**config.mk**
```make
export PLATFORM = sky130hd
export DESIGN_NAME = scene_top
export DESIGN_NICKNAME = d
export VERILOG_FILES = /design/src/source/mem_pkg.sv /design/src/source/pixel_pkg.sv /design/src/source/fifo.sv /design/src/source/frame_buffer_handler.sv /design/src/source/memory_request_arbiter.sv /design/src/source/scene_loader.sv /design/src/source/scene_retriever.sv /design/src/source/scene_top.sv
export SDC_FILE = /design/constraint.sdc
export NUM_CORES = 2
export LEC_CHECK = 0
export BUFFER_PORTS_ARGS = -buffer_cell sky130_fd_sc_hd__buf_4
export CAP_MARGIN = 30
export CORE_UTILIZATION = 50
export DETAILED_ROUTE_END_ITERATION = 8
export PLACE_DENSITY = 0.65
export SLEW_MARGIN = 5
export SYNTH_ARGS = -nofsm -noshare
export SYNTH_HDL_FRONTEND = slang
export SYNTH_SLANG_ARGS = --single-unit
```
**constraint.sdc**
```tcl
create_clock -name clk -period 13.8 [get_ports clk]
set_input_delay 0.69 -clock clk [delete_from_list [all_inputs] [get_ports clk]]
set_output_delay 0.69 -clock clk [all_outputs]
set_load 0.005 [all_outputs]
```
**src/source/mem_pkg.sv**
```systemverilog
`default_nettype none

package mem_pkg;

    // Scene memory geometry
    localparam int MEM_ADDR_W  = 6;
    localparam int SCENE_WORDS = 32;

    // Longest read burst in words
    localparam int MAX_TRANS = 8;

    typedef logic [MEM_ADDR_W-1:0] mem_addr_t;
    typedef logic [31:0] mem_word_t;

    // Must hold MAX_TRANS itself, not only MAX_TRANS-1
    typedef logic [$clog2(MAX_TRANS+1)-1:0] trans_size_t;

    typedef enum logic [1:0] {
        MEM_IDLE,
        MEM_WRITE,
        MEM_READ
    } mem_op_t;

endpackage

`default_nettype wire

```
**src/source/pixel_pkg.sv**
```systemverilog
`default_nettype none

package pixel_pkg;

    localparam int FB_WIDTH   = 160;
    localparam int FB_HEIGHT  = 120;
    localparam int FIFO_DEPTH = 16;

    // RGB565
    typedef logic [15:0] pixel_color_t;

    // Linear address y * FB_WIDTH + x
    typedef logic [14:0] fb_addr_t;

    typedef struct packed {
        logic [7:0]   x;
        logic [7:0]   y;
        pixel_color_t color;
    } pixel_buffer_entry_t;

    typedef enum logic {
        HDL_IDLE,
        HDL_WRITE
    } hdl_state_t;

endpackage

`default_nettype wire

```
**src/source/fifo.sv**
```systemverilog
`default_nettype none

module fifo #(
    parameter int WIDTH = 32,
    parameter int DEPTH = 16
) (
    input  logic             clk,
    input  logic             reset,
    input  logic [WIDTH-1:0] data_in,
    input  logic             we,
    input  logic             re,
    output logic             full,
    output logic             empty,
    output logic [WIDTH-1:0] data_out
);
    import mem_pkg::*;

    logic [WIDTH-1:0]           buffer [DEPTH];
    logic [$clog2(DEPTH)-1:0]   wr_ptr;
    logic [$clog2(DEPTH)-1:0]   rd_ptr;
    logic [$clog2(DEPTH+1)-1:0] count;
    logic                       do_push;
    logic                       do_pop;

    // Early full leaves room for one whole burst
    assign full     = (count >= DEPTH - MAX_TRANS);
    assign empty    = (count == '0);
    assign data_out = buffer[rd_ptr];

    assign do_push = we && (count != DEPTH);
    assign do_pop  = re && !empty;

    always_ff @(posedge clk) begin
        if (do_push) begin
            buffer[wr_ptr] <= data_in;
        end
    end

    always_ff @(posedge clk) begin
        if (reset) begin
            wr_ptr <= '0;
            rd_ptr <= '0;
            count  <= '0;
        end else begin
            if (do_push) begin
                wr_ptr <= (wr_ptr == DEPTH - 1) ? '0 : wr_ptr + 1'b1;
            end
            if (do_pop) begin
                rd_ptr <= (rd_ptr == DEPTH - 1) ? '0 : rd_ptr + 1'b1;
            end
            if (do_push && !do_pop) begin
                count <= count + 1'b1;
            end else if (do_pop && !do_push) begin
                count <= count - 1'b1;
            end
        end
    end

endmodule

`default_nettype wire

```
**src/source/frame_buffer_handler.sv**
```systemverilog
`default_nettype none

module frame_buffer_handler (
    input  logic                           clk,
    input  logic                           reset,
    input  logic                           pb_empty,
    input  pixel_pkg::pixel_buffer_entry_t pb_data_out,
    input  logic                           fb_ready,
    output logic                           pb_re,
    output logic                           fb_we,
    output pixel_pkg::fb_addr_t            fb_addr,
    output pixel_pkg::pixel_color_t        fb_color,
    output logic                           frame_done
);
    import mem_pkg::*;
    import pixel_pkg::*;

    hdl_state_t state;
    mem_addr_t  wr_count;

    // Entry is already on pb_data_out in the cycle it is popped
    assign pb_re = (state == HDL_IDLE) && !pb_empty && !frame_done;

    always_ff @(posedge clk) begin
        if (pb_re) begin
            fb_addr  <= fb_addr_t'(pb_data_out.y * FB_WIDTH + pb_data_out.x);
            fb_color <= pb_data_out.color;
        end
    end

    always_ff @(posedge clk) begin
        if (reset) begin
            state      <= HDL_IDLE;
            fb_we      <= 1'b0;
            wr_count   <= '0;
            frame_done <= 1'b0;
        end else begin
            case (state)
                HDL_IDLE: begin
                    if (pb_re) begin
                        fb_we <= 1'b1;
                        state <= HDL_WRITE;
                    end
                end
                HDL_WRITE: begin
                    // Hold address and color until the frame buffer takes them
                    if (fb_ready) begin
                        fb_we    <= 1'b0;
                        wr_count <= wr_count + 1'b1;
                        state    <= HDL_IDLE;
                        if (wr_count == mem_addr_t'(SCENE_WORDS - 1)) begin
                            frame_done <= 1'b1;
                        end
                    end
                end
                default: begin
                    state <= HDL_IDLE;
                end
            endcase
        end
    end

endmodule

`default_nettype wire

```
**src/source/memory_request_arbiter.sv**
```systemverilog
`default_nettype none

module memory_request_arbiter (
    input  logic                 clk,
    input  logic                 reset,
    input  logic                 write_req,
    input  mem_pkg::mem_addr_t   write_addr,
    input  mem_pkg::mem_word_t   write_data,
    input  logic                 read_req,
    input  mem_pkg::mem_addr_t   read_addr,
    input  mem_pkg::trans_size_t read_size,
    output logic                 write_done,
    output logic                 read_valid,
    output mem_pkg::mem_word_t   read_data,
    output logic                 read_done
);
    import mem_pkg::*;

    mem_op_t     op;
    logic        prefer_read;
    logic        rd_run;
    logic        rd_fire;
    mem_addr_t   rd_addr;
    trans_size_t rd_cnt;

    // Stand-in for the SDRAM
    mem_word_t mem [2**MEM_ADDR_W];

    // The write completes in its grant cycle
    assign write_done = (op == MEM_WRITE);

    // First MEM_READ cycle only loads the burst counters
    assign rd_fire = (op == MEM_READ) && rd_run;

    always_ff @(posedge clk) begin
        if (reset) begin
            op          <= MEM_IDLE;
            prefer_read <= 1'b0;
            rd_run      <= 1'b0;
            rd_addr     <= '0;
            rd_cnt      <= '0;
            read_valid  <= 1'b0;
            read_done   <= 1'b0;
        end else begin
            read_valid <= rd_fire;
            read_done  <= rd_fire && (rd_cnt == trans_size_t'(1));
            case (op)
                MEM_IDLE: begin
                    // Round-robin where the last winner yields on a tie
                    if (write_req && (!read_req || !prefer_read)) begin
                        op          <= MEM_WRITE;
                        prefer_read <= 1'b1;
                    end else if (read_req) begin
                        op          <= MEM_READ;
                        prefer_read <= 1'b0;
                    end
                end
                MEM_WRITE: begin
                    op <= MEM_IDLE;
                end
                MEM_READ: begin
                    if (!rd_run) begin
                        rd_run  <= 1'b1;
                        rd_addr <= read_addr;
                        rd_cnt  <= read_size;
                    end else begin
                        rd_addr <= rd_addr + 1'b1;
                        rd_cnt  <= rd_cnt - 1'b1;
                        if (rd_cnt == trans_size_t'(1)) begin
                            rd_run <= 1'b0;
                            op     <= MEM_IDLE;
                        end
                    end
                end
                default: begin
                    op <= MEM_IDLE;
                end
            endcase
        end
    end

    always_ff @(posedge clk) begin
        if (write_done) begin
            mem[write_addr] <= write_data;
        end
        if (rd_fire) begin
            read_data <= mem[rd_addr];
        end
    end

endmodule

`default_nettype wire

```
**src/source/scene_loader.sv**
```systemverilog
`default_nettype none

module scene_loader (
    input  logic               clk,
    input  logic               reset,
    input  logic               byte_valid,
    input  logic [7:0]         byte_data,
    input  logic               write_done,
    output logic               write_req,
    output mem_pkg::mem_addr_t write_addr,
    output mem_pkg::mem_word_t write_data,
    output logic               scene_loaded
);
    import mem_pkg::*;

    logic [1:0]  byte_cnt;
    logic [23:0] byte_buf;
    logic        all_words;
    logic        take_byte;

    // Bytes after the last word of the scene are dropped
    assign take_byte = byte_valid && !all_words;

    // First byte lands in bits 7:0
    always_ff @(posedge clk) begin
        if (take_byte) begin
            if (byte_cnt == 2'd3) begin
                write_data <= {byte_data, byte_buf};
            end else begin
                byte_buf <= {byte_data, byte_buf[23:8]};
            end
        end
    end

    always_ff @(posedge clk) begin
        if (reset) begin
            byte_cnt     <= '0;
            write_req    <= 1'b0;
            write_addr   <= '0;
            all_words    <= 1'b0;
            scene_loaded <= 1'b0;
        end else begin
            if (take_byte) begin
                byte_cnt <= byte_cnt + 2'd1;
                if (byte_cnt == 2'd3) begin
                    write_req <= 1'b1;
                    if (write_addr == mem_addr_t'(SCENE_WORDS - 1)) begin
                        all_words <= 1'b1;
                    end
                end
            end
            // Request drops for at least a cycle after each done
            if (write_done) begin
                write_req  <= 1'b0;
                write_addr <= write_addr + 1'b1;
                if (write_addr == mem_addr_t'(SCENE_WORDS - 1)) begin
                    scene_loaded <= 1'b1;
                end
            end
        end
    end

endmodule

`default_nettype wire

```
**src/source/scene_retriever.sv**
```systemverilog
`default_nettype none

module scene_retriever (
    input  logic                           clk,
    input  logic                           reset,
    input  logic                           scene_loaded,
    input  logic                           read_valid,
    input  mem_pkg::mem_word_t             read_data,
    input  logic                           read_done,
    input  logic                           pb_full,
    output logic                           read_req,
    output mem_pkg::mem_addr_t             read_addr,
    output mem_pkg::trans_size_t           read_size,
    output logic                           pb_we,
    output pixel_pkg::pixel_buffer_entry_t pb_data_in
);
    import mem_pkg::*;
    import pixel_pkg::*;

    logic      in_burst;
    logic      all_sent;
    logic      start_burst;
    mem_addr_t burst_addr;

    assign read_addr = burst_addr;
    assign read_size = trans_size_t'(MAX_TRANS);

    // Wait out the trailing push so pb_full counts it
    assign start_burst = scene_loaded && !all_sent && !in_burst && !pb_we && !pb_full;

    always_ff @(posedge clk) begin
        if (reset) begin
            read_req   <= 1'b0;
            in_burst   <= 1'b0;
            all_sent   <= 1'b0;
            burst_addr <= '0;
            pb_we      <= 1'b0;
        end else begin
            pb_we <= read_valid;
            if (start_burst) begin
                read_req <= 1'b1;
                in_burst <= 1'b1;
            end
            if (read_valid) begin
                read_req <= 1'b0;
            end
            if (read_done) begin
                in_burst   <= 1'b0;
                burst_addr <= burst_addr + mem_addr_t'(MAX_TRANS);
                if (burst_addr == mem_addr_t'(SCENE_WORDS - MAX_TRANS)) begin
                    all_sent <= 1'b1;
                end
            end
        end
    end

    // Color in 31:16, y in 15:8 and x in 7:0
    always_ff @(posedge clk) begin
        if (read_valid) begin
            pb_data_in.x     <= 8'(read_data[7:0] % FB_WIDTH);
            pb_data_in.y     <= 8'(read_data[15:8] % FB_HEIGHT);
            pb_data_in.color <= read_data[31:16];
        end
    end

endmodule

`default_nettype wire

```
**src/source/scene_top.sv**
```systemverilog
`default_nettype none

module scene_top (
    input  logic                    clk,
    input  logic                    reset,
    input  logic                    byte_valid,
    input  logic [7:0]              byte_data,
    input  logic                    fb_ready,
    output logic                    fb_we,
    output pixel_pkg::fb_addr_t     fb_addr,
    output pixel_pkg::pixel_color_t fb_color,
    output logic                    scene_loaded,
    output logic                    frame_done
);
    import mem_pkg::*;
    import pixel_pkg::*;

    // Write port
    logic      write_req;
    logic      write_done;
    mem_addr_t write_addr;
    mem_word_t write_data;

    // Read port
    logic        read_req;
    logic        read_valid;
    logic        read_done;
    mem_addr_t   read_addr;
    trans_size_t read_size;
    mem_word_t   read_data;

    // Pixel buffer
    logic                pb_we;
    logic                pb_re;
    logic                pb_full;
    logic                pb_empty;
    pixel_buffer_entry_t pb_data_in;
    pixel_buffer_entry_t pb_data_out;

    scene_loader sl (
        .clk, .reset, .byte_valid, .byte_data, .write_done,
        .write_req, .write_addr, .write_data, .scene_loaded
    );

    memory_request_arbiter mra (
        .clk, .reset, .write_req, .write_addr, .write_data,
        .read_req, .read_addr, .read_size,
        .write_done, .read_valid, .read_data, .read_done
    );

    scene_retriever sr (
        .clk, .reset, .scene_loaded, .read_valid, .read_data, .read_done, .pb_full,
        .read_req, .read_addr, .read_size, .pb_we, .pb_data_in
    );

    fifo #(.WIDTH($bits(pixel_buffer_entry_t)), .DEPTH(FIFO_DEPTH)) pb (
        .clk,
        .reset,
        .data_in(pb_data_in),
        .we(pb_we),
        .re(pb_re),
        .full(pb_full),
        .empty(pb_empty),
        .data_out(pb_data_out)
    );

    frame_buffer_handler fbh (
        .clk, .reset, .pb_empty, .pb_data_out, .fb_ready,
        .pb_re, .fb_we, .fb_addr, .fb_color, .frame_done
    );

endmodule

`default_nettype wire

```
==> flow_summary.rst <==
.. list-table::
   :header-rows: 1

   * - Metric
     - Value
   * - Status
     - completed
   * - Ys flop type
     - edfxtp_1
   * - Arrival time worst endpoint
     - 5.57 ns
   * - Weighted congestion reported at the end of routability-driven placement
     - between 0.8 and 0.9
   * - Final Hold Fails
     - 0
   * - Leakage power
     - 35.7 nW
   * - Sequential element share of the synthesized area
     - 78.8%
   * - Routed wire per std cell
     - approximately 32 microns
   * - Number of different library cells in the post-synthesis netlist
     - between 40 and 50
   * - Clock transition time at the flip-flop clock pins of the worst setup and hold paths
     - 0.06 ns
   * - Crit path required time
     - approximately 14 ns
   * - Ranking of synthesized cells by area
     - edfxtp_1 78%, mux4_2 16%, dfxtp_1 1.1%
   * - Row count
     - 167
   * - Netlist area before placement
     - about 100000 sq um
   * - Die Span X
     - 460 microns
   * - Wire length of the first global-routing pass
     - 354 mm
   * - Post-DP HPWL
     - 130 mm
   * - Final Cell Area
     - 119000 sq um
   * - Filler cells
     - ~15000
   * - Detailed-route DRC error count
     - 0
   * - Net count after synthesis
     - 4491
   * - CTS tree
     - built
   * - Average via count per standard cell
     - 6.23
   * - Critical Path Fanout Max
     - 39
   * - Number of port buffers
     - 45
   * - Worst setup path startpoint
     - mra.rd_addr[0]
   * - Die height
     - 460 microns
   * - Critical Path Source Type
     - flop
   * - Buffer depth of the longest clock path
     - 4
   * - Final Routed Wirelength
     - 248 mm
   * - Share of synthesized registers carrying an async set or reset
     - 0%
   * - Count of clock tree sinks
     - 2771
   * - Type of the most critical hold path
     - input port to flop
   * - CTS Root Cell
     - clkbuf_16
   * - Placed standard-cell area
     - 110000 sq um
   * - Most frequent cell after synthesis
     - edfxtp_1
   * - Area Growth Syn to Fin
     - 13.3%
   * - PD cells
     - 150 nW/um^2
   * - Die area
     - 212000 sq um
   * - Number of pins exceeding their max-slew limit in the final report
     - 0
   * - Via total after detailed routing
     - around 48000
   * - Setup TNS
     - 0 ns
   * - Worst Tran Pin Value
     - 0.972 ns
   * - Number of CTS-inserted buffers
     - ~290
   * - Worst slew margin
     - 35.0%
   * - Unrepaired setup endpoints after global routing
     - no
   * - Max cap viols
     - 0
   * - Total area of sequential cells
     - 82600 sq um
   * - Violation count after the first detailed-routing iteration
     - 5681
   * - Max rail drop VDD
     - 160 uV
   * - Worst setup path endpoint
     - mra.read_data[31]
   * - Count of H-tree levels built during CTS
     - 5
   * - Fraction of synthesized cell area taken by the top area cell type
     - 77.6%
   * - Library cell occupying the most area in the post-synthesis netlist
     - edfxtp_1
   * - Fraction of layout cells with a size suffix above 1
     - between 20 and 30%
   * - Kind of end point of the critical path
     - flop
   * - Highest Clock Rate
     - 0.200 GHz
   * - Starting utilization of the core area
     - 50.5%
   * - Post-synth EDFFs
     - between 2000 and 3000
   * - Clk Latency, worst-skew pair
     - 0.93 ns
   * - Worst r2r path cells
     - 6
   * - Post-synthesis instance total
     - between 4000 and 5000
   * - Area used by multi-input combinational logic
     - 21700 sq um
   * - Beginning of the worst register-to-register path
     - mra.rd_addr[0]
   * - Most used standard cells in the synthesized netlist
     - 2711 x edfxtp_1, 748 x mux4_2, 158 x nor2_1
   * - Number of top-level pins
     - 46
   * - FF-to-FF setup slack
     - between 8 and 9 ns
   * - Share of the clock period used by the worst path
     - 36.3%
   * - Warning count from the yosys run
     - 0
   * - Average cell area after synthesis
     - 23.6 sq um
   * - Worst hold margin
     - 0.0859 ns
   * - Reg-to-reg endpoint
     - mra.read_data[31]
   * - Pin count of the biggest net entering global routing
     - between 100 and 150
   * - Routed Antenna Nets
     - 0
   * - Area of the core
     - 208000 sq um
   * - WS Path Type
     - flop to flop
   * - Via count of the first global-routing pass
     - 48691
   * - Final net count
     - 4771
   * - Global route total overflow
     - 0
   * - Pre-antenna DRT Iters
     - 5
   * - Final period demand of the worst path
     - 5.00 ns
   * - Total of flip-flops plus latches after synthesis
     - 2771
   * - Final setup violation count
     - 0
   * - Number of antenna violations at the first check in global routing
     - 12
   * - Global-route usage over all layers
     - 23.8%
   * - Max Clock Skew
     - around 0.052 ns
==> cells by family after synthesis <==
logic type,Yosys count,synth area share (%)
and+or+nand+nor,307,1.31
AOI/OAI and AO/OA,237,1.50
xor gates and xnor gates,28,0.234
muxes,809,16.6
buffers and inverters,255,1.09
adders and majority gates,36,0.451
DFF,2771,78.8
==> through the flow <==
step | setup WS (ns) | util (%) | std cells | power [mW]
after floorplan | 8.61 | - | 4443 | 10.2
after global placement | 8.54 | 52.7 | 7199 | 10.5
after detailed placement | 8.77 | 52.8 | 7204 | 10.5
after CTS | 8.76 | 57.1 | 7715 | 17.9
after global routing | 8.56 | 57.2 | 7718 | 18.3
final | 8.80 | 57.2 | 7722 | 17.8
==> final cells by class <==
class                      instances  share of cell area, %
tap                             2788                   2.94
clock inverter                   116                  0.868
multi-input combinational       1417                   18.3
clock buffer                     387                   6.69
inverter                          20                 0.0632
sequential                      2771                   69.6
antenna                            4                0.00843
timing repair buffer             219                   1.58
==> sequential cells by signal (all words and copies together), names as in the netlist, 2 cells and up, named ones only <==
signal and cells:
fbh.fb_color 16, pb.rd_ptr 4, sl.byte_buf 24, sl.byte_cnt 2
pb.wr_ptr 4, fbh.fb_addr 15, mra.mem 2048, sr.read_addr 3
mra.rd_addr 6, sl.write_data 32, mra.read_data 32, sl.write_addr 6
pb.count 5, sr.pb_data_in 32, mra.rd_cnt 4, fbh.wr_count 6
pb.buffer 512, mra.op 2
==> layout by cell type (no fill, tap or decap), types with 11 or more instances in the layout <==
cell type / synthesis / layout
nor2_4: 0 / 67
xor2_1: 12 / 12
clkbuf_16: 0 / 304
o21ai_0: 27 / 27
edfxtp_1: 2711 / 2711
a22oi_1: 102 / 102
nand2b_1: 11 / 11
clkinv_2: 0 / 31
buf_4: 15 / 197
clkinv_1: 0 / 55
nand2_1: 47 / 46
a21oi_1: 50 / 50
inv_1: 20 / 19
dfxtp_1: 60 / 49
nand3_1: 20 / 20
clkbuf_1: 107 / 80
mux4_2: 748 / 748
ha_1: 33 / 33
nor2_1: 158 / 90
bufinv_16: 0 / 19
nor3_1: 25 / 15
mux2i_1: 61 / 61
a211oi_1: 29 / 28
xnor2_1: 16 / 16
==> report_power, final <==
part	internal, mW	switching (mW)
clock network	4.39	3.08
registers	9.24	0.0895
logic	0.541	0.458
total	14.2	3.63
==> per-layer routing <==
metal / GRT usage, % / up-vias / routed length [microns]
met3: 4.02 / 410 / 20300
met5: 0 / - / 33
met1: 33.1 / 25968 / 98100
met2: 38.7 / 2171 / 122000
met4: 7.35 / 4 / 7330
li1: - / 19542 / -
==> what timing repair did <==
action,CTS,global route
hold buffers,8,0
buffers inserted,0,0
resized for setup,0,0
endpoints found under the hold margin,16,0
==> how the worst min path moves through the flow <==
stage,start,to,slack (ns),cells after the start
global route,fb_ready,fbh.state,0.07,3
CTS,fb_ready,fbh.state,0.03,3
floorplan,sl.byte_buf[0],sl.write_data[0],0.40,0
finish,fb_ready,fbh.state,0.09,3
global placement,sl.byte_buf[1],sl.write_data[1],0.40,0
detailed placement,sl.byte_buf[7],sl.write_data[7],0.40,0
==> critical path, cell delays in order, from the launching register on <==
cell and delay (ns):
dfxtp_4 0.80, buf_4 0.74, buf_4 0.76, mux4_2 0.62, mux4_2 0.58, a22oi_1 0.78
nand2_1 0.26
Power figures use the tool's default switching activity.
